[src/logic/pvr_config.svh]
`ifndef PVR_CONFIG_SVH
`define PVR_CONFIG_SVH

`define PVR_DATA_W 32 // cpu data width
`define PVR_ADDR_W 16 // cpu byte address width

`define PVR_ID_VALUE 32'h17FD11DB // device id constant
`define PVR_REVISION_VALUE 32'h00000011 // revision constant

// read-only slots
`define PVR_ID_ADDR 16'h0000
`define PVR_REVISION_ADDR 16'h0004
`define PVR_TA_LIST_STATUS_ADDR 16'h0134 // list counts, old next-opb slot

// read-write control registers
`define PVR_SOFTRESET_ADDR 16'h0008 // core and ta soft reset
`define PVR_STARTRENDER_ADDR 16'h0014 // render start
`define PVR_PARAM_BASE_ADDR 16'h0020 // isp parameter base
`define PVR_REGION_BASE_ADDR 16'h002C // region array base
`define PVR_FB_R_CTRL_ADDR 16'h0044 // fb read control
`define PVR_FB_W_CTRL_ADDR 16'h0048 // fb write control
`define PVR_FB_R_SOF1_ADDR 16'h0050 // fb read start
`define PVR_FB_R_SIZE_ADDR 16'h005C // fb xy size
`define PVR_FB_X_CLIP_ADDR 16'h0068 // pixel clip x
`define PVR_FB_Y_CLIP_ADDR 16'h006C // pixel clip y
`define PVR_TEXT_CONTROL_ADDR 16'h00E4 // texturing control
`define PVR_PAL_RAM_CTRL_ADDR 16'h0108 // palette format select
`define PVR_TA_OL_BASE_ADDR 16'h0124 // object list base
`define PVR_TA_ISP_BASE_ADDR 16'h0128 // ta parameter base
`define PVR_TA_OL_LIMIT_ADDR 16'h012C // object list limit
`define PVR_TA_ISP_LIMIT_ADDR 16'h0130 // ta parameter limit
`define PVR_TA_GLOB_TILE_CLIP_ADDR 16'h013C // global tile clip
`define PVR_TA_ALLOC_CTRL_ADDR 16'h0140 // object list control
`define PVR_TA_LIST_INIT_ADDR 16'h0144 // bit 31 restarts the list counts
`define PVR_RW_COUNT 19 // number of rw registers above

`define PVR_PAL_BASE_ADDR 16'h1000 // palette window 0x1000..0x1FFC
`define PVR_PAL_WORDS 1024 // palette depth in words

`define TA_FIFO_DEPTH 256 // ta command fifo depth

`endif

[src/logic/pvr_pkg.sv]
`default_nettype none

package pvr_pkg;

	// ta command field, top three bits of every word
	typedef enum logic [2:0] {
		TA_END_OF_LIST = 3'd0,
		TA_USER_CLIP   = 3'd1,
		TA_POLYGON     = 3'd4, // polygon or modifier volume
		TA_SPRITE      = 3'd5,
		TA_VERTEX      = 3'd7 // 2, 3 and 6 are not used
	} ta_cmd_e;

	typedef struct packed {
		ta_cmd_e     cmd; // bits 31:29
		logic [28:0] opts; // per-command options
	} ta_cmd_field_t;

	typedef union packed {
		logic [31:0]   raw; // word as pushed by the cpu
		ta_cmd_field_t f; // decoded view
	} ta_word_u;

	typedef struct packed {
		logic [7:0] vertex_cnt; // 31:24
		logic [7:0] poly_cnt; // 23:16
		logic [7:0] sprite_cnt; // 15:8
		logic [4:0] uclip_cnt; // 7:3
		logic       unused_seen; // sticky, bad code popped
		logic       spare; // reads zero
		logic       eol_seen; // sticky, end of list popped
	} ta_list_status_t;

endpackage

`default_nettype wire

[src/logic/ta_fifo_if.sv]
`timescale 1ns/100ps
`default_nettype none

`include "pvr_config.svh"

interface ta_fifo_if;

	logic [`PVR_DATA_W-1:0] data; // head word, valid while not empty
	logic empty;
	logic full;
	logic [$clog2(`TA_FIFO_DEPTH):0] level; // words held, 0..depth
	logic pop; // head leaves at this edge

	modport fifo_side (
		output data,
		output empty,
		output full,
		output level,
		input  pop
	);

	modport dec_side (
		input  data,
		input  empty,
		input  full,
		input  level,
		output pop
	);

endinterface

`default_nettype wire

[src/logic/ta_cmd_decoder.sv]
`timescale 1ns/100ps
`default_nettype none

module ta_cmd_decoder import pvr_pkg::*; (
	input  logic clock,
	input  logic reset_n,
	ta_fifo_if.dec_side q,
	input  logic list_init,
	output ta_list_status_t list_status,
	output logic list_done
);

	ta_word_u word; // head word, two views
	ta_list_status_t status_next;
	logic eol_pop; // end-of-list word leaves this edge

	assign q.pop = !q.empty; // drain one word per cycle
	assign word = q.data;
	assign eol_pop = q.pop && (word.f.cmd == TA_END_OF_LIST);

	always_comb begin
		if (list_init) begin
			status_next = '0; // init first, same-cycle pop counts after
		end else begin
			status_next = list_status;
		end
		if (q.pop) begin
			case (word.f.cmd)
				TA_END_OF_LIST: status_next.eol_seen = 1'b1;
				TA_USER_CLIP: status_next.uclip_cnt = status_next.uclip_cnt + 5'd1;
				TA_POLYGON: status_next.poly_cnt = status_next.poly_cnt + 8'd1;
				TA_SPRITE: status_next.sprite_cnt = status_next.sprite_cnt + 8'd1;
				TA_VERTEX: status_next.vertex_cnt = status_next.vertex_cnt + 8'd1;
				default: status_next.unused_seen = 1'b1; // codes 2, 3, 6
			endcase
		end
	end

	always_ff @(posedge clock or negedge reset_n) begin
		if (!reset_n) begin
			list_status <= '0;
			list_done <= 1'b0;
		end else begin
			list_status <= status_next; // counts wrap
			list_done <= eol_pop; // counts final when this is high
		end
	end

	// popped word must be fully known
	a_word_known: assert property (@(posedge clock) disable iff (!reset_n)
		q.pop |-> !$isunknown(word.raw));

endmodule

`default_nettype wire

[src/flat_wrapper.sv]
// flat-port wrapper written by rule: the top's interface ports become plain ports
module ta_cmd_decoder_flat import pvr_pkg::*;
  (clock, reset_n, list_init, list_status, list_done, q_data, q_empty, q_full, q_level, q_pop);
  ta_fifo_if q_i ();
  input  logic clock;
  input  logic reset_n;
  input  logic list_init;
  output ta_list_status_t list_status;
  output logic list_done;
  input wire logic [$bits(q_i.data)-1:0] q_data;
  input wire logic [$bits(q_i.empty)-1:0] q_empty;
  input wire logic [$bits(q_i.full)-1:0] q_full;
  input wire logic [$bits(q_i.level)-1:0] q_level;
  output wire logic [$bits(q_i.pop)-1:0] q_pop;
  assign q_i.data = q_data;
  assign q_i.empty = q_empty;
  assign q_i.full = q_full;
  assign q_i.level = q_level;
  assign q_pop = q_i.pop;
  ta_cmd_decoder u_core (.clock(clock), .reset_n(reset_n), .q(q_i), .list_init(list_init), .list_status(list_status), .list_done(list_done));
endmodule
[config.mk]
export PLATFORM = sky130hd
export DESIGN_NAME = ta_cmd_decoder_flat
export DESIGN_NICKNAME = d
export VERILOG_FILES = /design/src/logic/pvr_pkg.sv /design/src/logic/ta_fifo_if.sv /design/src/logic/ta_cmd_decoder.sv /design/src/flat_wrapper.sv
export VERILOG_INCLUDE_DIRS = /design/src /design/src/logic
export SDC_FILE = /design/constraint.sdc
export NUM_CORES = 1
export LEC_CHECK = 0
export BUFFER_PORTS_ARGS = -buffer_cell sky130_fd_sc_hd__clkbuf_2
export CAP_MARGIN = 5
export CORE_AREA = 2 2 67 63
export DETAILED_ROUTE_END_ITERATION = 12
export DIE_AREA = 0 0 69 65
export PLACE_DENSITY = 0.84
export RECOVER_POWER = 25
export REMOVE_ABC_BUFFERS = 1
export SYNTH_ARGS = -nofsm -noshare
export SYNTH_HDL_FRONTEND = slang
export SYNTH_SLANG_ARGS = --single-unit
[constraint.sdc]
create_clock -name clock -period 2.24 [get_ports clock]
set_clock_uncertainty 0.2 [all_clocks]
set_input_delay 0.448 -clock clock [delete_from_list [all_inputs] [get_ports clock]]
set_output_delay 0.448 -clock clock [all_outputs]
set_load 0.05 [all_outputs]
==> impl_results.html <==
<table>
<tr><th>Metric</th><th>Value</th></tr>
<tr><th colspan="2">Status</th></tr>
<tr><td>Run status</td><td>complete, no violations</td></tr>
<tr><th colspan="2">Detailed routing</th></tr>
<tr><td>Count of vias placed by the detailed router</td><td>1373</td></tr>
<tr><td>WL final</td><td>3.43 mm</td></tr>
<tr><td>Routed vias/inst</td><td>5.22</td></tr>
<tr><td>Starting DRC count in detailed routing</td><td>109</td></tr>
<tr><td>Post-detailed-route DRC marker count</td><td>0</td></tr>
<tr><td>Wire length per cell</td><td>13.0 um</td></tr>
<tr><td>Number of detailed-routing iterations run before antenna repair</td><td>4</td></tr>
<tr><td>DRT antenna net count</td><td>0</td></tr>
<tr><th colspan="2">Die</th></tr>
<tr><td>Count of pins on the block boundary</td><td>80</td></tr>
<tr><td>Die Ht</td><td>65 um</td></tr>
<tr><td>Die area</td><td>4490 sq um</td></tr>
<tr><td># rows</td><td>22</td></tr>
<tr><td>Die Wd</td><td>69 um</td></tr>
<tr><td>Core footprint</td><td>3850 sq um</td></tr>
<tr><td>Starting utilization of the core area</td><td>43.1%</td></tr>
<tr><th colspan="2">Critical path</th></tr>
<tr><td>CP Max Fanout</td><td>4</td></tr>
<tr><td>Crit-path leading delay family</td><td>simple AND/OR/NAND/NOR gates</td></tr>
<tr><td>Cell-by-cell listing of the critical path</td><td>clkbuf_2 &gt; or4b_1 &gt; nor4_1 &gt; mux2_2</td></tr>
<tr><td>Category of the worst setup path capture point</td><td>flop</td></tr>
<tr><td>CP Data Required Time</td><td>2.20 ns</td></tr>
<tr><td>Crit-path slowest cell</td><td>sky130_fd_sc_hd__or4b_1</td></tr>
<tr><td>Critical path buffer and inverter count</td><td>1</td></tr>
<tr><td>WP data arrival</td><td>1.90 ns</td></tr>
<tr><td>Worst Setup Start Kind</td><td>input port</td></tr>
<tr><td>Class of the most critical setup path</td><td>in2reg</td></tr>
<tr><td>Delay of the slowest cell on the worst path</td><td>0.61 ns</td></tr>
<tr><th colspan="2">Cells and area</th></tr>
<tr><td>Number of cells in the finished layout apart from fillers</td><td>263</td></tr>
<tr><td>Leading cell types in the layout, fill and taps excluded</td><td>sky130_fd_sc_hd__clkbuf_2, sky130_fd_sc_hd__dfrtp_1, sky130_fd_sc_hd__nand2_1, sky130_fd_sc_hd__nor2b_1, sky130_fd_sc_hd__a21oi_1</td></tr>
<tr><td>Layout cell share with drive strength beyond 1</td><td>29.3%</td></tr>
<tr><td>Number of antenna diodes</td><td>0</td></tr>
<tr><td>Final Core Density</td><td>53.1%</td></tr>
<tr><td>Summed area of non-filler cells in the final layout</td><td>2050 sq um</td></tr>
<tr><td>NumNets Final</td><td>265</td></tr>
<tr><td>Most frequent standard cell in the layout excluding fill and tap cells</td><td>sky130_fd_sc_hd__clkbuf_2</td></tr>
<tr><td>Relative area change from synthesis to final layout</td><td>23.0%</td></tr>
<tr><th colspan="2">Power and ir drop</th></tr>
<tr><td>Static leakage</td><td>0.000976 uW</td></tr>
<tr><td>Total power</td><td>1180 uW</td></tr>
<tr><td>Power density of the placed cells</td><td>576 nW/um^2</td></tr>
<tr><td>Worst IR drop on VDD</td><td>0.000453 V</td></tr>
<tr><th colspan="2">Clock tree</th></tr>
<tr><td>Number of gates resized after cts</td><td>0</td></tr>
<tr><td>TritonCTS clock tree</td><td>yes</td></tr>
<tr><td>CTS clk-pin slew, worst paths</td><td>0.06 ns</td></tr>
<tr><td>Insertion delay of the later-clocked pin in the worst-skew pair</td><td>0.27 ns</td></tr>
<tr><td>Setup Buffers After CTS</td><td>0</td></tr>
<tr><td># H-tree levels</td><td>2</td></tr>
<tr><td>Sink Count</td><td>32</td></tr>
<tr><td>Count of hold-fix buffers inserted at cts</td><td>0</td></tr>
<tr><td>Number of buffers on the longest clock path</td><td>2</td></tr>
<tr><td>TritonCTS buffer count</td><td>5</td></tr>
<tr><td>Cell chosen for the clock root</td><td>sky130_fd_sc_hd__clkbuf_8</td></tr>
<tr><th colspan="2">STA</th></tr>
<tr><td>Worst-case headroom to the max-slew limit</td><td>46.5%</td></tr>
<tr><td>Final hold violation count</td><td>0</td></tr>
<tr><td>Tcrit/Tclk final</td><td>86.6%</td></tr>
<tr><td>Final number of setup-violating endpoints</td><td>0</td></tr>
<tr><td>Highest Clock Rate</td><td>516 MHz</td></tr>
<tr><td>Pin slew with the least headroom to its limit</td><td>0.802 ns</td></tr>
<tr><td>Final count of pins violating max slew</td><td>0</td></tr>
<tr><td>Minimum period implied by the final worst setup slack</td><td>1.94 ns</td></tr>
<tr><td>Setup repair after global routing missed its margin</td><td>false</td></tr>
<tr><td>Setup TNS</td><td>0 ns</td></tr>
<tr><th colspan="2">Global route</th></tr>
<tr><td>Grt total ovfl</td><td>0</td></tr>
<tr><td>Wire length of the first global-routing pass</td><td>5.89 mm</td></tr>
<tr><td>Via count of the first global-routing pass</td><td>1326</td></tr>
<tr><td>Antenna violations before repair</td><td>0</td></tr>
<tr><td>Overall global routing resource usage</td><td>16.5%</td></tr>
<tr><td>Largest net degree at the start of global routing</td><td>33</td></tr>
<tr><th colspan="2">Synth</th></tr>
<tr><td>Share of the yosys chip area belonging to registers</td><td>48.2%</td></tr>
<tr><td>Share of Yosys cell area claimed by the top area cell type</td><td>48.2%</td></tr>
<tr><td>Flop and latch count out of synthesis</td><td>32</td></tr>
<tr><td>Synth Instances</td><td>168</td></tr>
<tr><td>Total standard cell area after synthesis</td><td>1660 sq um</td></tr>
<tr><td>Most area-hungry cell type in the Yosys netlist</td><td>sky130_fd_sc_hd__dfrtp_1</td></tr>
<tr><td>Count of unique library cells instantiated by Yosys</td><td>33</td></tr>
<tr><td>Yosys warns</td><td>0</td></tr>
<tr><td>Average instance area after synthesis</td><td>9.90 sq um</td></tr>
<tr><td>Cell types occupying the most area after synthesis</td><td>sky130_fd_sc_hd__dfrtp_1, sky130_fd_sc_hd__nor2b_1, sky130_fd_sc_hd__nand2_1</td></tr>
<tr><th colspan="2">Placed design</th></tr>
<tr><td>RD Place Congestion</td><td>0.772</td></tr>
<tr><td>Detailed placement HPWL</td><td>2.50 mm</td></tr>
<tr><td>Port Buffer Count</td><td>39</td></tr>
<tr><td>Total cell area at the placement stage</td><td>1950 sq um</td></tr>
<tr><td>Placed cell count</td><td>256</td></tr>
<tr><th colspan="2">Hold path</th></tr>
<tr><td>Worst hold path class</td><td>in2async</td></tr>
<tr><th colspan="2">Run</th></tr>
<tr><td>Max Cap Violations</td><td>0</td></tr>
</table>
## state kept, by name (all words and copies together), names as in the netlist
register / cells
u_core.list_status: 31
u_core.list_done: 1
## worst paths after layout
| kind | slack (ns) | endpoint | from | cells past startpoint |
|---|---|---|---|---|
| max | 0.30 | u_core.list_status[23]$_DFF_PN0_ | q_data[30] | 4 |
| min | 0.05 | u_core.list_status[3]$_DFF_PN0_ | reset_n | 1 |
| max reg2reg | 0.52 | u_core.list_status[30]$_DFF_PN0_ | u_core.list_status[24]$_DFF_PN0_ | 5 |
| min reg2reg | 0.31 | u_core.list_status[0]$_DFF_PN0_ | u_core.list_status[0]$_DFF_PN0_ | 1 |
| max in group asynchronous | 1.29 | u_core.list_status[21]$_DFF_PN0_ | reset_n | 1 |
| min in group clock | 0.30 | u_core.list_done$_DFF_PN0_ | q_empty | 3 |
## metrics by stage
stage | hold slack [ns] | setup slack, ns
finish | 0.0491 | 0.301
global route | 0.113 | 0.272
CTS | 0.0670 | 0.309
detailed placement | 0.297 | 0.0154
global placement | 0.296 | 0.0484
floorplan | -0.0476 | 0.178
## layout make-up
type	instances	area, sq um
Tap cell	48	60.1
Inverter	6	22.5
Clock buffer	7	96.3
Timing Repair Buffer	50	278
Fill cell	386	1810
Sequential cell	32	801
Multi-Input combinational cell	120	788
## metal layers
| layer | GRT usage [%] | vias up | wire length [um] |
|---|---|---|---|
| li1 | - | 687 | - |
| met1 | 19.7 | 656 | 1540 |
| met2 | 28.5 | 25 | 1680 |
| met3 | 4.82 | 5 | 162 |
| met4 | 5.88 | 0 | 40 |
| met5 | 0 | - | 0 |
## worst register-to-register path, cell delays in order (launching register included)
cell                      delay [ns]
sky130_fd_sc_hd__dfrtp_1        0.36
sky130_fd_sc_hd__nor2b_1        0.23
sky130_fd_sc_hd__ha_1           0.20
sky130_fd_sc_hd__nand2_1        0.10
sky130_fd_sc_hd__or4_1          0.41
sky130_fd_sc_hd__a21oi_1        0.15
## cell usage after synthesis
cell	count
sky130_fd_sc_hd__nand4bb_1	1
sky130_fd_sc_hd__inv_1	6
sky130_fd_sc_hd__xor2_1	1
sky130_fd_sc_hd__buf_6	1
sky130_fd_sc_hd__clkbuf_1	6
sky130_fd_sc_hd__ha_1	4
sky130_fd_sc_hd__conb_1	1
sky130_fd_sc_hd__buf_2	2
sky130_fd_sc_hd__or4b_1	1
sky130_fd_sc_hd__mux2_2	4
sky130_fd_sc_hd__buf_4	1
sky130_fd_sc_hd__nor4_1	2
sky130_fd_sc_hd__and4b_1	1
sky130_fd_sc_hd__nor2_1	3
sky130_fd_sc_hd__and3_1	2
sky130_fd_sc_hd__a21oi_1	13
sky130_fd_sc_hd__a21o_1	3
sky130_fd_sc_hd__xnor2_1	8
sky130_fd_sc_hd__a32o_1	1
sky130_fd_sc_hd__nand2_1	21
sky130_fd_sc_hd__o31ai_1	8
sky130_fd_sc_hd__nand3_1	7
sky130_fd_sc_hd__nand4b_1	2
sky130_fd_sc_hd__nand4_1	4
sky130_fd_sc_hd__nor4b_2	1
sky130_fd_sc_hd__and4bb_2	1
sky130_fd_sc_hd__nor2b_1	15
sky130_fd_sc_hd__dfrtp_1	32
sky130_fd_sc_hd__nor3_1	1
sky130_fd_sc_hd__nor4b_1	1
sky130_fd_sc_hd__or3_1	3
sky130_fd_sc_hd__o21ai_0	3
sky130_fd_sc_hd__or4_1	8
## power by group
group / leakage [uW] / total, uW / switching [uW] / internal [uW]
Combinational: 0.000483 / 116 / 83.5 / 32.4
Clock: 0.0000503 / 470 / 197 / 273
Sequential: 0.000443 / 592 / 5.52 / 586
## logic make-up (layout without fill, tap and decap cells)
logic type / after synthesis / after routing / synth area share [%]
buffers and inverters: 16 / 63 / 4.44
xor gates and xnor gates: 9 / 9 / 4.74
AOI/OAI and AO/OA: 28 / 28 / 10.4
muxes: 4 / 4 / 2.71
DFF: 32 / 32 / 48.2
adders and majority gates: 4 / 4 / 3.01
and+or+nand+nor: 74 / 74 / 26.3
other: 1 / 1 / 0.226
Note: power is estimated with default switching activity, not from simulation.
