`config.mk`:
```
export PLATFORM = sky130hd
export DESIGN_NAME = pvr_reg_file_flat
export DESIGN_NICKNAME = d
export VERILOG_FILES = /design/src/logic/pvr_pkg.sv /design/src/logic/pvr_bus_if.sv /design/src/logic/pvr_reg_file.sv /design/src/flat_wrapper.sv
export VERILOG_INCLUDE_DIRS = /design/src /design/src/logic
export SDC_FILE = /design/constraint.sdc
export NUM_CORES = 1
export LEC_CHECK = 0
export BUFFER_PORTS_ARGS = -buffer_cell sky130_fd_sc_hd__buf_4
export CAP_MARGIN = 25
export CORE_ASPECT_RATIO = 1.4
export CORE_MARGIN = 2
export CORE_UTILIZATION = 65
export DETAILED_ROUTE_END_ITERATION = 12
export MAX_ROUTING_LAYER = met4
export PLACE_DENSITY_LB_ADDON = 0.15
export SETUP_SLACK_MARGIN = 0.05
export SKIP_CTS_REPAIR_TIMING = 1
export SYNTH_ARGS = -nofsm -noshare
export SYNTH_HDL_FRONTEND = slang
export SYNTH_SLANG_ARGS = --single-unit
export TNS_END_PERCENT = 1
```
`constraint.sdc`:
```
create_clock -name clock -period 14.5 [get_ports clock]
set_input_delay 2.9 -clock clock [delete_from_list [all_inputs] [get_ports clock]]
set_output_delay 2.9 -clock clock [all_outputs]
set_load 0.05 [all_outputs]
```
`src/logic/pvr_config.svh`:
```
`ifndef PVR_CONFIG_SVH
`define PVR_CONFIG_SVH

`define PVR_DATA_W 32 // cpu data width
`define PVR_ADDR_W 16 // cpu byte address width

`define PVR_ID_VALUE 32'h17FD11DB // device id constant
`define PVR_REVISION_VALUE 32'h00000011 // revision constant

// read-only slots
`define PVR_ID_ADDR 16'h0000
`define PVR_REVISION_ADDR 16'h0004
`define PVR_TA_LIST_STATUS_ADDR 16'h0134 // list counts, old next-opb slot

// read-write control registers
`define PVR_SOFTRESET_ADDR 16'h0008 // core and ta soft reset
`define PVR_STARTRENDER_ADDR 16'h0014 // render start
`define PVR_PARAM_BASE_ADDR 16'h0020 // isp parameter base
`define PVR_REGION_BASE_ADDR 16'h002C // region array base
`define PVR_FB_R_CTRL_ADDR 16'h0044 // fb read control
`define PVR_FB_W_CTRL_ADDR 16'h0048 // fb write control
`define PVR_FB_R_SOF1_ADDR 16'h0050 // fb read start
`define PVR_FB_R_SIZE_ADDR 16'h005C // fb xy size
`define PVR_FB_X_CLIP_ADDR 16'h0068 // pixel clip x
`define PVR_FB_Y_CLIP_ADDR 16'h006C // pixel clip y
`define PVR_TEXT_CONTROL_ADDR 16'h00E4 // texturing control
`define PVR_PAL_RAM_CTRL_ADDR 16'h0108 // palette format select
`define PVR_TA_OL_BASE_ADDR 16'h0124 // object list base
`define PVR_TA_ISP_BASE_ADDR 16'h0128 // ta parameter base
`define PVR_TA_OL_LIMIT_ADDR 16'h012C // object list limit
`define PVR_TA_ISP_LIMIT_ADDR 16'h0130 // ta parameter limit
`define PVR_TA_GLOB_TILE_CLIP_ADDR 16'h013C // global tile clip
`define PVR_TA_ALLOC_CTRL_ADDR 16'h0140 // object list control
`define PVR_TA_LIST_INIT_ADDR 16'h0144 // bit 31 restarts the list counts
`define PVR_RW_COUNT 19 // number of rw registers above

`define PVR_PAL_BASE_ADDR 16'h1000 // palette window 0x1000..0x1FFC
`define PVR_PAL_WORDS 1024 // palette depth in words

`define TA_FIFO_DEPTH 256 // ta command fifo depth

`endif

```
`src/logic/pvr_pkg.sv`:
```
`default_nettype none

package pvr_pkg;

	// ta command field, top three bits of every word
	typedef enum logic [2:0] {
		TA_END_OF_LIST = 3'd0,
		TA_USER_CLIP   = 3'd1,
		TA_POLYGON     = 3'd4, // polygon or modifier volume
		TA_SPRITE      = 3'd5,
		TA_VERTEX      = 3'd7 // 2, 3 and 6 are not used
	} ta_cmd_e;

	typedef struct packed {
		ta_cmd_e     cmd; // bits 31:29
		logic [28:0] opts; // per-command options
	} ta_cmd_field_t;

	typedef union packed {
		logic [31:0]   raw; // word as pushed by the cpu
		ta_cmd_field_t f; // decoded view
	} ta_word_u;

	typedef struct packed {
		logic [7:0] vertex_cnt; // 31:24
		logic [7:0] poly_cnt; // 23:16
		logic [7:0] sprite_cnt; // 15:8
		logic [4:0] uclip_cnt; // 7:3
		logic       unused_seen; // sticky, bad code popped
		logic       spare; // reads zero
		logic       eol_seen; // sticky, end of list popped
	} ta_list_status_t;

endpackage

`default_nettype wire

```
`src/logic/pvr_bus_if.sv`:
```
`timescale 1ns/100ps
`default_nettype none

`include "pvr_config.svh"

interface pvr_bus_if;

	logic [$clog2(`PVR_PAL_WORDS)-1:0] index; // palette word index
	logic [`PVR_DATA_W-1:0] wdata; // cpu write data
	logic we; // write strobe, window hit only
	logic [`PVR_DATA_W-1:0] rdata; // combinational read of index

	modport reg_side (
		output index,
		output wdata,
		output we,
		input  rdata
	);

	modport pal_side (
		input  index,
		input  wdata,
		input  we,
		output rdata
	);

endinterface

`default_nettype wire

```
`src/logic/pvr_reg_file.sv`:
```
`timescale 1ns/100ps
`default_nettype none

`include "pvr_config.svh"

module pvr_reg_file import pvr_pkg::*; (
	input  logic clock,
	input  logic reset_n,
	input  logic reg_cs,
	input  logic [`PVR_ADDR_W-1:0] addr,
	input  logic [`PVR_DATA_W-1:0] wdata,
	input  logic wr,
	input  logic rd,
	output logic [`PVR_DATA_W-1:0] rdata,
	pvr_bus_if.reg_side pal,
	output logic list_init,
	input  ta_list_status_t list_status
);

	localparam int RW_COUNT = `PVR_RW_COUNT;
	localparam int IDX_W = $clog2(RW_COUNT);
	localparam int PAL_AW = $clog2(`PVR_PAL_WORDS);
	localparam int PAL_BYTES = `PVR_PAL_WORDS * 4;

	// slot order of the rw bank
	localparam logic [`PVR_ADDR_W-1:0] RW_ADDR [RW_COUNT] = '{
		`PVR_SOFTRESET_ADDR, `PVR_STARTRENDER_ADDR, `PVR_PARAM_BASE_ADDR,
		`PVR_REGION_BASE_ADDR, `PVR_FB_R_CTRL_ADDR, `PVR_FB_W_CTRL_ADDR,
		`PVR_FB_R_SOF1_ADDR, `PVR_FB_R_SIZE_ADDR, `PVR_FB_X_CLIP_ADDR,
		`PVR_FB_Y_CLIP_ADDR, `PVR_TEXT_CONTROL_ADDR, `PVR_PAL_RAM_CTRL_ADDR,
		`PVR_TA_OL_BASE_ADDR, `PVR_TA_ISP_BASE_ADDR, `PVR_TA_OL_LIMIT_ADDR,
		`PVR_TA_ISP_LIMIT_ADDR, `PVR_TA_GLOB_TILE_CLIP_ADDR, `PVR_TA_ALLOC_CTRL_ADDR,
		`PVR_TA_LIST_INIT_ADDR
	};

	logic [`PVR_DATA_W-1:0] rw_regs [RW_COUNT]; // rw register storage
	logic rw_hit; // addr names an rw register
	logic [IDX_W-1:0] rw_idx; // its slot
	logic wr_en; // cpu write this cycle
	logic pal_hit; // addr inside palette window
	logic [`PVR_ADDR_W-1:0] pal_offset; // byte offset into window
	logic [`PVR_DATA_W-1:0] rd_mux;

	assign wr_en = reg_cs && wr;

	always_comb begin
		rw_hit = 1'b0;
		rw_idx = '0;
		for (int i = 0; i < RW_COUNT; i++) begin
			if (addr == RW_ADDR[i]) begin
				rw_hit = 1'b1;
				rw_idx = IDX_W'(i);
			end
		end
	end

	always_ff @(posedge clock or negedge reset_n) begin
		if (!reset_n) begin
			for (int i = 0; i < RW_COUNT; i++) begin
				rw_regs[i] <= '0; // all rw regs clear
			end
		end else if (wr_en && rw_hit) begin
			rw_regs[rw_idx] <= wdata; // readable from next cycle
		end
	end

	// clears the decoder counts at this same edge
	assign list_init = wr_en && (addr == `PVR_TA_LIST_INIT_ADDR) && wdata[`PVR_DATA_W-1];

	// palette window steering
	assign pal_hit = (addr >= `PVR_PAL_BASE_ADDR) && (addr < `PVR_PAL_BASE_ADDR + PAL_BYTES);
	assign pal_offset = addr - `PVR_PAL_BASE_ADDR;
	assign pal.index = pal_offset[PAL_AW+1:2]; // word aligned
	assign pal.wdata = wdata;
	assign pal.we = wr_en && pal_hit;

	// read mux, anything unmapped reads zero
	always_comb begin
		rd_mux = '0;
		if (pal_hit) begin
			rd_mux = pal.rdata;
		end else if (rw_hit) begin
			rd_mux = rw_regs[rw_idx];
		end else begin
			case (addr)
				`PVR_ID_ADDR: rd_mux = `PVR_ID_VALUE;
				`PVR_REVISION_ADDR: rd_mux = `PVR_REVISION_VALUE;
				`PVR_TA_LIST_STATUS_ADDR: rd_mux = list_status; // live decoder counts
				default: rd_mux = '0;
			endcase
		end
	end

	assign rdata = (reg_cs && rd) ? rd_mux : '0; // same-cycle read

	// decoder expects a single-edge clear per init write
	a_list_init_pulse: assert property (@(posedge clock) disable iff (!reset_n)
		list_init |=> !list_init);

endmodule

`default_nettype wire

```
`src/flat_wrapper.sv`:
```
// flat-port wrapper written by rule: the top's interface ports become plain ports
module pvr_reg_file_flat import pvr_pkg::*;
  (clock, reset_n, reg_cs, addr, wdata, wr, rd, rdata, list_init, list_status, pal_index, pal_wdata, pal_we, pal_rdata);
  pvr_bus_if pal_i ();
  input  logic clock;
  input  logic reset_n;
  input  logic reg_cs;
  input  logic [`PVR_ADDR_W-1:0] addr;
  input  logic [`PVR_DATA_W-1:0] wdata;
  input  logic wr;
  input  logic rd;
  output logic [`PVR_DATA_W-1:0] rdata;
  output logic list_init;
  input  ta_list_status_t list_status;
  output wire logic [$bits(pal_i.index)-1:0] pal_index;
  output wire logic [$bits(pal_i.wdata)-1:0] pal_wdata;
  output wire logic [$bits(pal_i.we)-1:0] pal_we;
  input wire logic [$bits(pal_i.rdata)-1:0] pal_rdata;
  assign pal_index = pal_i.index;
  assign pal_wdata = pal_i.wdata;
  assign pal_we = pal_i.we;
  assign pal_i.rdata = pal_rdata;
  pvr_reg_file u_core (.clock(clock), .reset_n(reset_n), .reg_cs(reg_cs), .addr(addr), .wdata(wdata), .wr(wr), .rd(rd), .rdata(rdata), .pal(pal_i), .list_init(list_init), .list_status(list_status));
endmodule
```
==> impl_metrics.env, run 1 <==
export IMPL_gp_congestion=0.9653
export IMPL_synthFlopType="dfrtp_1"
export IMPL_post_route_period_util_pct=73.58
export IMPL_grt_pass1_vias=23758
export IMPL_synth_area_leaders="dfrtp_1 50%, mux2_2 19%, nand2_1 5.8%, mux2_4 5.0%, mux2i_1 2.4%"
export IMPL_cts_root_buf="clkbuf_16"
export IMPL_largest_register="u_core.rw_regs"
export IMPL_area_growth_pct=11.80
export IMPL_p_seq_share_pct=50.0
export IMPL_drc_errors=0
export IMPL_top_level_ports=193
export IMPL_grt_use_total_pct=41.96
export IMPL_clkLatencyLatePin_ns=0.63
export IMPL_worstPathRequired_ns=11.60
export IMPL_peakVddDrop_uv=103.0
export IMPL_crit_chain="buf_4, nor4_2, nand2_1, o32ai_1, or3_2, buf_4, nand2_1, a31oi_1, a311oi_1, o32ai_1, buf_4"
export IMPL_tns_ns=0
export IMPL_cp_end_kind="output pin"
export IMPL_worst_ep_arrival_time_ns=7.77
export IMPL_drv_slew=0
export IMPL_final_layout_size_suffix_gt1_share_pct=36.74
export IMPL_vias=23216
export IMPL_syn_nets=2794
export IMPL_crit_cells=11
export IMPL_synth_top_cell_by_area="dfrtp_1"
export IMPL_path_delay_family="compound AO/OA/AOI/OAI gates"
export IMPL_drtIter0Drc=2147
export IMPL_grt_overflow=0
export IMPL_largest_reg_flops=608
export IMPL_p_leak_nw=16.38
export IMPL_die_height_microns=259.3
export IMPL_maxCapViolations=0
export IMPL_synth_distinct_cells=73
export IMPL_core_sq_um=45960
export IMPL_netlist_area_sq_um=30260
export IMPL_vias_per_cell=6.863
export IMPL_start_kind="input pin"
export IMPL_rows=93
export IMPL_r2r_cells=1
export IMPL_combPwrFrac_pct=4.6
export IMPL_ys_warn_count=0
export IMPL_whs_endpoint="u_core.rw_regs[4]"
export IMPL_ys_ff_latch=608
export IMPL_worst_path_max_fanout=41
export IMPL_h_tree_depth=2
export IMPL_cts_buffers=57
export IMPL_cp_buffers_inverters=3
export IMPL_place_hpwl_microns=60060
export IMPL_reg_largest_list="u_core.rw_regs (608)"
export IMPL_min_from="u_core.rw_regs[4]"
export IMPL_fmax_ghz=0.09373
export IMPL_whs_ns=0.4942
export IMPL_clock_skew_ns=0
export IMPL_synth_edff_count=0
export IMPL_finalSetupViolCount=0
export IMPL_relSlewSlack_pct=26.36
export IMPL_cts_tree="done"
export IMPL_clock_path_buffers=3
export IMPL_clkSinkCount=608
export IMPL_period_needed_ns=10.67
export IMPL_clkSlewWorstSetupHoldPaths_ns=0.06
export IMPL_dieArea_sq_um=48320
export IMPL_final_cells=3383
export IMPL_grt_max_degree=178
export IMPL_min_path_type="flop to flop"
export IMPL_slowest_delay_ns=0.85
export IMPL_antenna_left=0
export IMPL_r2r_end="u_core.rw_regs[330]"
export IMPL_yosysSeqAreaShare_pct=50.28
export IMPL_rsz0062_at_grt="no"
export IMPL_pwr_share_clk_pct=45.4
export IMPL_synthCells=2677
export IMPL_finalNetCount=2835
export IMPL_hold_violations=0
export IMPL_drt_first_pass_iters=6
export IMPL_antenna_found_initial=2
export IMPL_p_sw_share_pct=23.24
export IMPL_drt_total_wl_microns=98640
export IMPL_async_flop_share_pct=100.0
export IMPL_wire_per_inst_microns=29.16
export IMPL_die_x_microns=186.4
export IMPL_min_path_cells=1
export IMPL_fillers=3205
export IMPL_grt_pass1_wl_microns=146200
export IMPL_critPathMostFrequentCell="buf_4"
export IMPL_rrSetupSlack_ns=13.64
export IMPL_initial_core_util_pct=65.83
export IMPL_critical_path_class="input pin to output pin"
export IMPL_r2r_start="u_core.rw_regs[330]"
export IMPL_switchingPower_mw=0.7889
export IMPL_power_internal_mw=2.606
export IMPL_synth_top_area_share_pct=50.28
export IMPL_power_density_nw_per_um2=100.4
export IMPL_placed_cells=3272
export IMPL_numPortBuffers=192
export IMPL_cpMaxStageDelayCell="o32ai_1"
export IMPL_tightest_slew_ns=1.099
export IMPL_status="finished, final reports clean"
export IMPL_synth_area_per_cell_sq_um=11.30
-- cell usage in the layout (no fill, tap or decap), drive strengths merged, types with 4 or more instances in the layout --
cell	instances
bufinv	4
o221ai	4
nand4	31
a22o	11
a311oi	18
dfrtp	608
a32oi	6
mux2	615
a211o	6
a221oi	9
nor2b	5
and3	28
clkbuf	80
o2111ai	7
a211oi	7
nor2	53
nor3b	5
nand3	136
a21o	6
o21ai	42
nor3	19
mux2i	72
and2	6
inv	5
o32ai	8
buf	260
nor4	16
o22ai	14
a222oi	8
a22oi	14
a21oi	78
or3	6
a31oi	34
clkinv	17
o211ai	6
nand2	472
or4	9
or2	5
-- kinds of logic after synthesis --
logic type | Yosys count | synth area share (%)
multiplexers | 687 | 26.51
flip-flops | 608 | 50.28
AND/OR/NAND/NOR | 800 | 11.97
AO/OA/AOI/OAI | 298 | 6.674
buffers and inverters | 281 | 4.474
XOR/XNOR | 3 | 0.08685
-- synth_stat cells (8+ instances only) --
library cell / count
nor4_1: 11
mux2i_1: 72
mux2_2: 510
and3_1: 28
nor3_1: 19
a311oi_1: 18
o32ai_1: 8
a21oi_1: 77
buf_6: 16
buf_1: 71
a22oi_1: 14
o21ai_0: 41
nand3_1: 136
nor2_1: 52
nand2_1: 467
nand4_1: 31
a22o_1: 11
buf_2: 16
or4_1: 9
clkbuf_1: 132
a31oi_1: 34
dfrtp_1: 608
o22ai_1: 14
a221oi_1: 9
mux2_4: 100
a222oi_1: 8
buf_4: 42
-- area by class of cell --
cell class              instances  area [sq um]  area share [%]
flip-flops and latches        608         15210           44.97
multi-input cells            1788         13860           40.96
repair buffers                260          2059           6.088
clock buffers                  80          1654           4.889
well taps                     617         772.0           2.282
clock inverters                24         255.2          0.7545
inverters                       3         11.26         0.03329
diodes                          3         7.507         0.02219
-- power groups by stage --
stage               combinational [mW]  clock [mW]  sequential, mW
floorplan                       0.0707           0            1.73
global placement                 0.151           0            1.73
detailed placement               0.153           0            1.73
CTS                              0.154        1.55            1.70
global route                     0.169        1.62            1.70
finish                           0.157        1.54            1.70
-- how the worst max path moves through the flow --
stage,from,slack [ns],end
floorplan,addr[11],4.93,rdata[23]
global placement,addr[11],4.15,rdata[10]
detailed placement,addr[11],4.12,rdata[10]
CTS,addr[11],4.10,rdata[10]
global route,addr[11],3.78,rdata[10]
finish,addr[11],3.83,rdata[31]
-- routing by layer --
| layer | vias to the layer above | global-route usage, % | part of all wire (%) |
|---|---|---|---|
| met4 | 0 | 30.18 | 7.6 |
| li1 | 9552 | - | - |
| met3 | 425 | 8.395 | 8.6 |
| met1 | 11902 | 47.87 | 36 |
| met2 | 1337 | 66.55 | 48 |
| met5 | - | - | 0 |
-- metrics by stage --
step	setup slack (ns)	utilization [%]	cell area, sq um	total power [mW]
global route	3.779	73.60	33830	3.484
global placement	4.151	69.11	31770	1.879
detailed placement	4.116	69.21	31810	1.882
CTS	4.101	73.36	33720	3.401
finish	3.831	73.60	33830	3.395
floorplan	4.925	-	30260	1.800
No activity file was read; power rests on OpenSTA's default activity.
==> run 2, diff against run 1 <==
--- a/config.mk
+++ b/config.mk
@@ -6,11 +6,12 @@
 export SDC_FILE = /design/constraint.sdc
 export NUM_CORES = 1
 export LEC_CHECK = 0
+export ABC_AREA = 1
 export BUFFER_PORTS_ARGS = -buffer_cell sky130_fd_sc_hd__buf_4
 export CAP_MARGIN = 25
 export CORE_ASPECT_RATIO = 1.4
 export CORE_MARGIN = 2
-export CORE_UTILIZATION = 65
+export CORE_UTILIZATION = 61
 export DETAILED_ROUTE_END_ITERATION = 12
 export MAX_ROUTING_LAYER = met4
 export PLACE_DENSITY_LB_ADDON = 0.15
==> constraint.sdc (replaced) <==
create_clock -name clock -period 10.31 [get_ports clock]
set_input_delay 2.062 -clock clock [delete_from_list [all_inputs] [get_ports clock]]
set_output_delay 2.062 -clock clock [all_outputs]
set_load 0.05 [all_outputs]
==> impl_metrics.env, run 2 <==
export IMPL_synth_mux_area_share_pct=0
export IMPL_numPortBuffers=192
export IMPL_cts_tree="done"
export IMPL_pwr_share_clk_pct=46.1
export IMPL_worstPathRequired_ns=8.25
export IMPL_synth_simple_area_share_pct=24.08
export IMPL_whs_endpoint="u_core.rw_regs[377]"
export IMPL_period_needed_ns=8.412
export IMPL_yosysSeqAreaShare_pct=50.34
export IMPL_relSlewSlack_pct=22.44
export IMPL_p_leak_nw=15.79
export IMPL_final_layout_size_suffix_gt1_share_pct=10.27
export IMPL_min_from="u_core.rw_regs[377]"
export IMPL_power_density_nw_per_um2=144.9
export IMPL_synth_area_leaders="dfrtp_1 50%, nand2_1 13%, o21ai_0 8.2%, inv_1 5.0%, o21ai_1 4.8%"
export IMPL_final_cells=4592
export IMPL_synth_top_area_share_pct=50.34
export IMPL_synth_area_per_cell_sq_um=7.709
export IMPL_p_seq_share_pct=49.6
export IMPL_hold_violations=0
export IMPL_place_hpwl_microns=55340
export IMPL_grt_pass1_wl_microns=144200
export IMPL_netlist_area_sq_um=30230
export IMPL_clkLatencyLatePin_ns=0.62
export IMPL_initial_core_util_pct=61.68
export IMPL_rrSetupSlack_ns=9.51
export IMPL_ys_warn_count=0
export IMPL_reg_largest_list="u_core.rw_regs (608)"
export IMPL_synth_xor_area_share_pct=0
export IMPL_rows=96
export IMPL_finalNetCount=4024
export IMPL_power_total_mw=4.812
export IMPL_critical_path_class="input pin to output pin"
export IMPL_synthFlopType="dfrtp_1"
export IMPL_largest_register="u_core.rw_regs"
export IMPL_combPwrFrac_pct=4.3
export IMPL_worst_path_max_fanout=56
export IMPL_switchingPower_mw=1.097
export IMPL_core_sq_um=49010
export IMPL_synth_top_family_by_area="simple AND/OR/NAND/NOR gates"
export IMPL_cp_end_kind="output pin"
export IMPL_final_common_cell="nand2_1"
export IMPL_power_internal_mw=3.715
export IMPL_maxCapViolations=0
export IMPL_status="finished, final reports clean"
export IMPL_gp_congestion=0.8986
export IMPL_r2r_cells=2
export IMPL_clkSinkCount=608
export IMPL_r2r_end="u_core.rw_regs[13]"
export IMPL_fmax_ghz=0.1189
export IMPL_wire_per_inst_microns=20.32
export IMPL_ys_ff_latch=608
export IMPL_die_height_microns=267.4
export IMPL_async_flop_share_pct=100.0
export IMPL_clock_skew_ns=0
export IMPL_drt_total_wl_microns=93300
export IMPL_antenna_cells=0
export IMPL_synth_distinct_cells=42
export IMPL_clock_path_buffers=3
export IMPL_yosysMostFrequentCell="nand2_1"
export IMPL_tns_ns=0
export IMPL_post_route_period_util_pct=81.60
export IMPL_p_sw_share_pct=22.80
export IMPL_synth_compound_area_share_pct=14.93
export IMPL_synth_common_cells="1,082 x nand2_1, 608 x dfrtp_1, 496 x o21ai_0"
export IMPL_area_growth_pct=9.890
export IMPL_grt_use_total_pct=37.97
export IMPL_cts_root_buf="clkbuf_16"
export IMPL_min_path_cells=2
export IMPL_antenna_found_initial=0
export IMPL_worst_ep_arrival_time_ns=6.35
export IMPL_drc_errors=0
export IMPL_syn_nets=4038
export IMPL_fillers=4191
export IMPL_clkSlewWorstSetupHoldPaths_ns=0.06
export IMPL_peakVddDrop_uv=157.3
export IMPL_final_cell_mix="1,077 x nand2_1, 608 x dfrtp_1, 496 x o21ai_0"
export IMPL_grt_max_degree=104
export IMPL_grt_pass1_vias=25458
export IMPL_synth_top_cell_by_area="dfrtp_1"
export IMPL_cts_buffers=59
export IMPL_finalSetupViolCount=0
export IMPL_drt_first_pass_iters=6
export IMPL_placed_cells=4481
export IMPL_grt_overflow=0
export IMPL_rsz0062_at_grt="no"
export IMPL_r2r_start="u_core.rw_regs[13]"
export IMPL_tightest_slew_ns=1.162
export IMPL_synth_edff_count=0
export IMPL_vias=26738
export IMPL_drv_slew=0
export IMPL_dieArea_sq_um=51370
export IMPL_top_level_ports=193
export IMPL_largest_reg_flops=608
export IMPL_antenna_left=0
export IMPL_die_x_microns=192.1
export IMPL_drtIter0Drc=2787
export IMPL_vias_per_cell=5.823
export IMPL_h_tree_depth=2
export IMPL_synthAdderAreaFrac_pct=0
export IMPL_min_path_type="flop to flop"
export IMPL_synthCells=3921
export IMPL_start_kind="input pin"
==> run 2: cell types whose count changed after synthesis, moves of 100 or more <==
cell     previous run  this run
inv_1               3       404
mux2_2            510         0
mux2_4            100         0
nand2_1           467      1082
nor2_1             52       287
o21ai_0            41       496
o21ai_1             1       287
==> run 2: cells by family (layout without fill, tap and decap cells) <==
group	Yosys count	in the layout
simple gates	1715	1715
compound gates	876	876
buf+inv	722	756
flops	608	608
==> run 2: how the worst max path moves through the flow <==
stage                     slack (ns)  cells past startpoint     start   endpoint
after floorplan                 3.55                     18  addr[13]   rdata[1]
after detailed placement        2.02                     23   addr[7]   rdata[2]
final                           1.90                     23   addr[7]   rdata[2]
after global routing            1.60                     23   addr[7]  rdata[14]
after global placement          2.03                     23   addr[7]   rdata[2]
after CTS                       1.98                     23   addr[7]   rdata[2]
==> run 2: per-layer routing <==
metal | vias up | part of all wire (%) | GRT usage (%)
met2 | 1238 | 47 | 60.95
met4 | 0 | 6.4 | 21.42
met1 | 12780 | 38 | 45.98
li1 | 12436 | - | -
met3 | 284 | 7.8 | 5.635
met5 | - | 0 | -
==> run 2: stage by stage <==
stage | hold slack [ns] | cell area, sq um | util, % | worst slack (ns)
6_report | 0.4783 | 33210 | 67.77 | 1.898
5_1_grt | 0.4969 | 33210 | 67.77 | 1.595
2_1_floorplan | 0.4444 | 30230 | - | 3.554
3_3_place_gp | 0.4573 | 31160 | 63.59 | 2.026
4_1_cts | 0.4795 | 33160 | 67.66 | 1.984
3_5_place_dp | 0.4639 | 31160 | 63.59 | 2.024
==> run 2: cell type report <==
type                       count  area, sq um  area share [%]
clock buffer                  89         1802           5.425
clock inverter                20        192.7          0.5801
inverter                     415         1567           4.716
multi-input combinational   2591        11840           35.65
sequential                   608        15210           45.81
tap                          637        797.0           2.400
timing repair buffer         232         1802           5.425
==> run 2: worst max-delay path, stage by stage <==
cell      delay, ns
buf_4          0.13
nor2_1         0.22
inv_2          0.08
nor2_1         0.35
nand3_1        0.22
nand2_1        0.17
inv_1          0.10
nand4_4        0.16
clkinv_2       0.08
buf_4          0.32
nor2_4         0.48
buf_4          0.47
buf_4          0.50
nand2_1        0.10
nand2_1        0.08
inv_1          0.04
nand2_1        0.05
nand3_1        0.06
nand3_1        0.11
nand2_1        0.07
nand2_1        0.10
a21oi_1        0.07
buf_4          0.21
==> run 2: power groups by stage <==
| stage | Sequential (mW) | Combinational, mW | Clock [mW] |
|---|---|---|---|
| 5_1_grt | 2.38 | 0.223 | 2.32 |
| 2_1_floorplan | 2.43 | 0.0915 | 0 |
| 6_report | 2.39 | 0.205 | 2.22 |
| 3_3_place_gp | 2.43 | 0.204 | 0 |
| 3_5_place_dp | 2.43 | 0.204 | 0 |
| 4_1_cts | 2.39 | 0.205 | 2.23 |
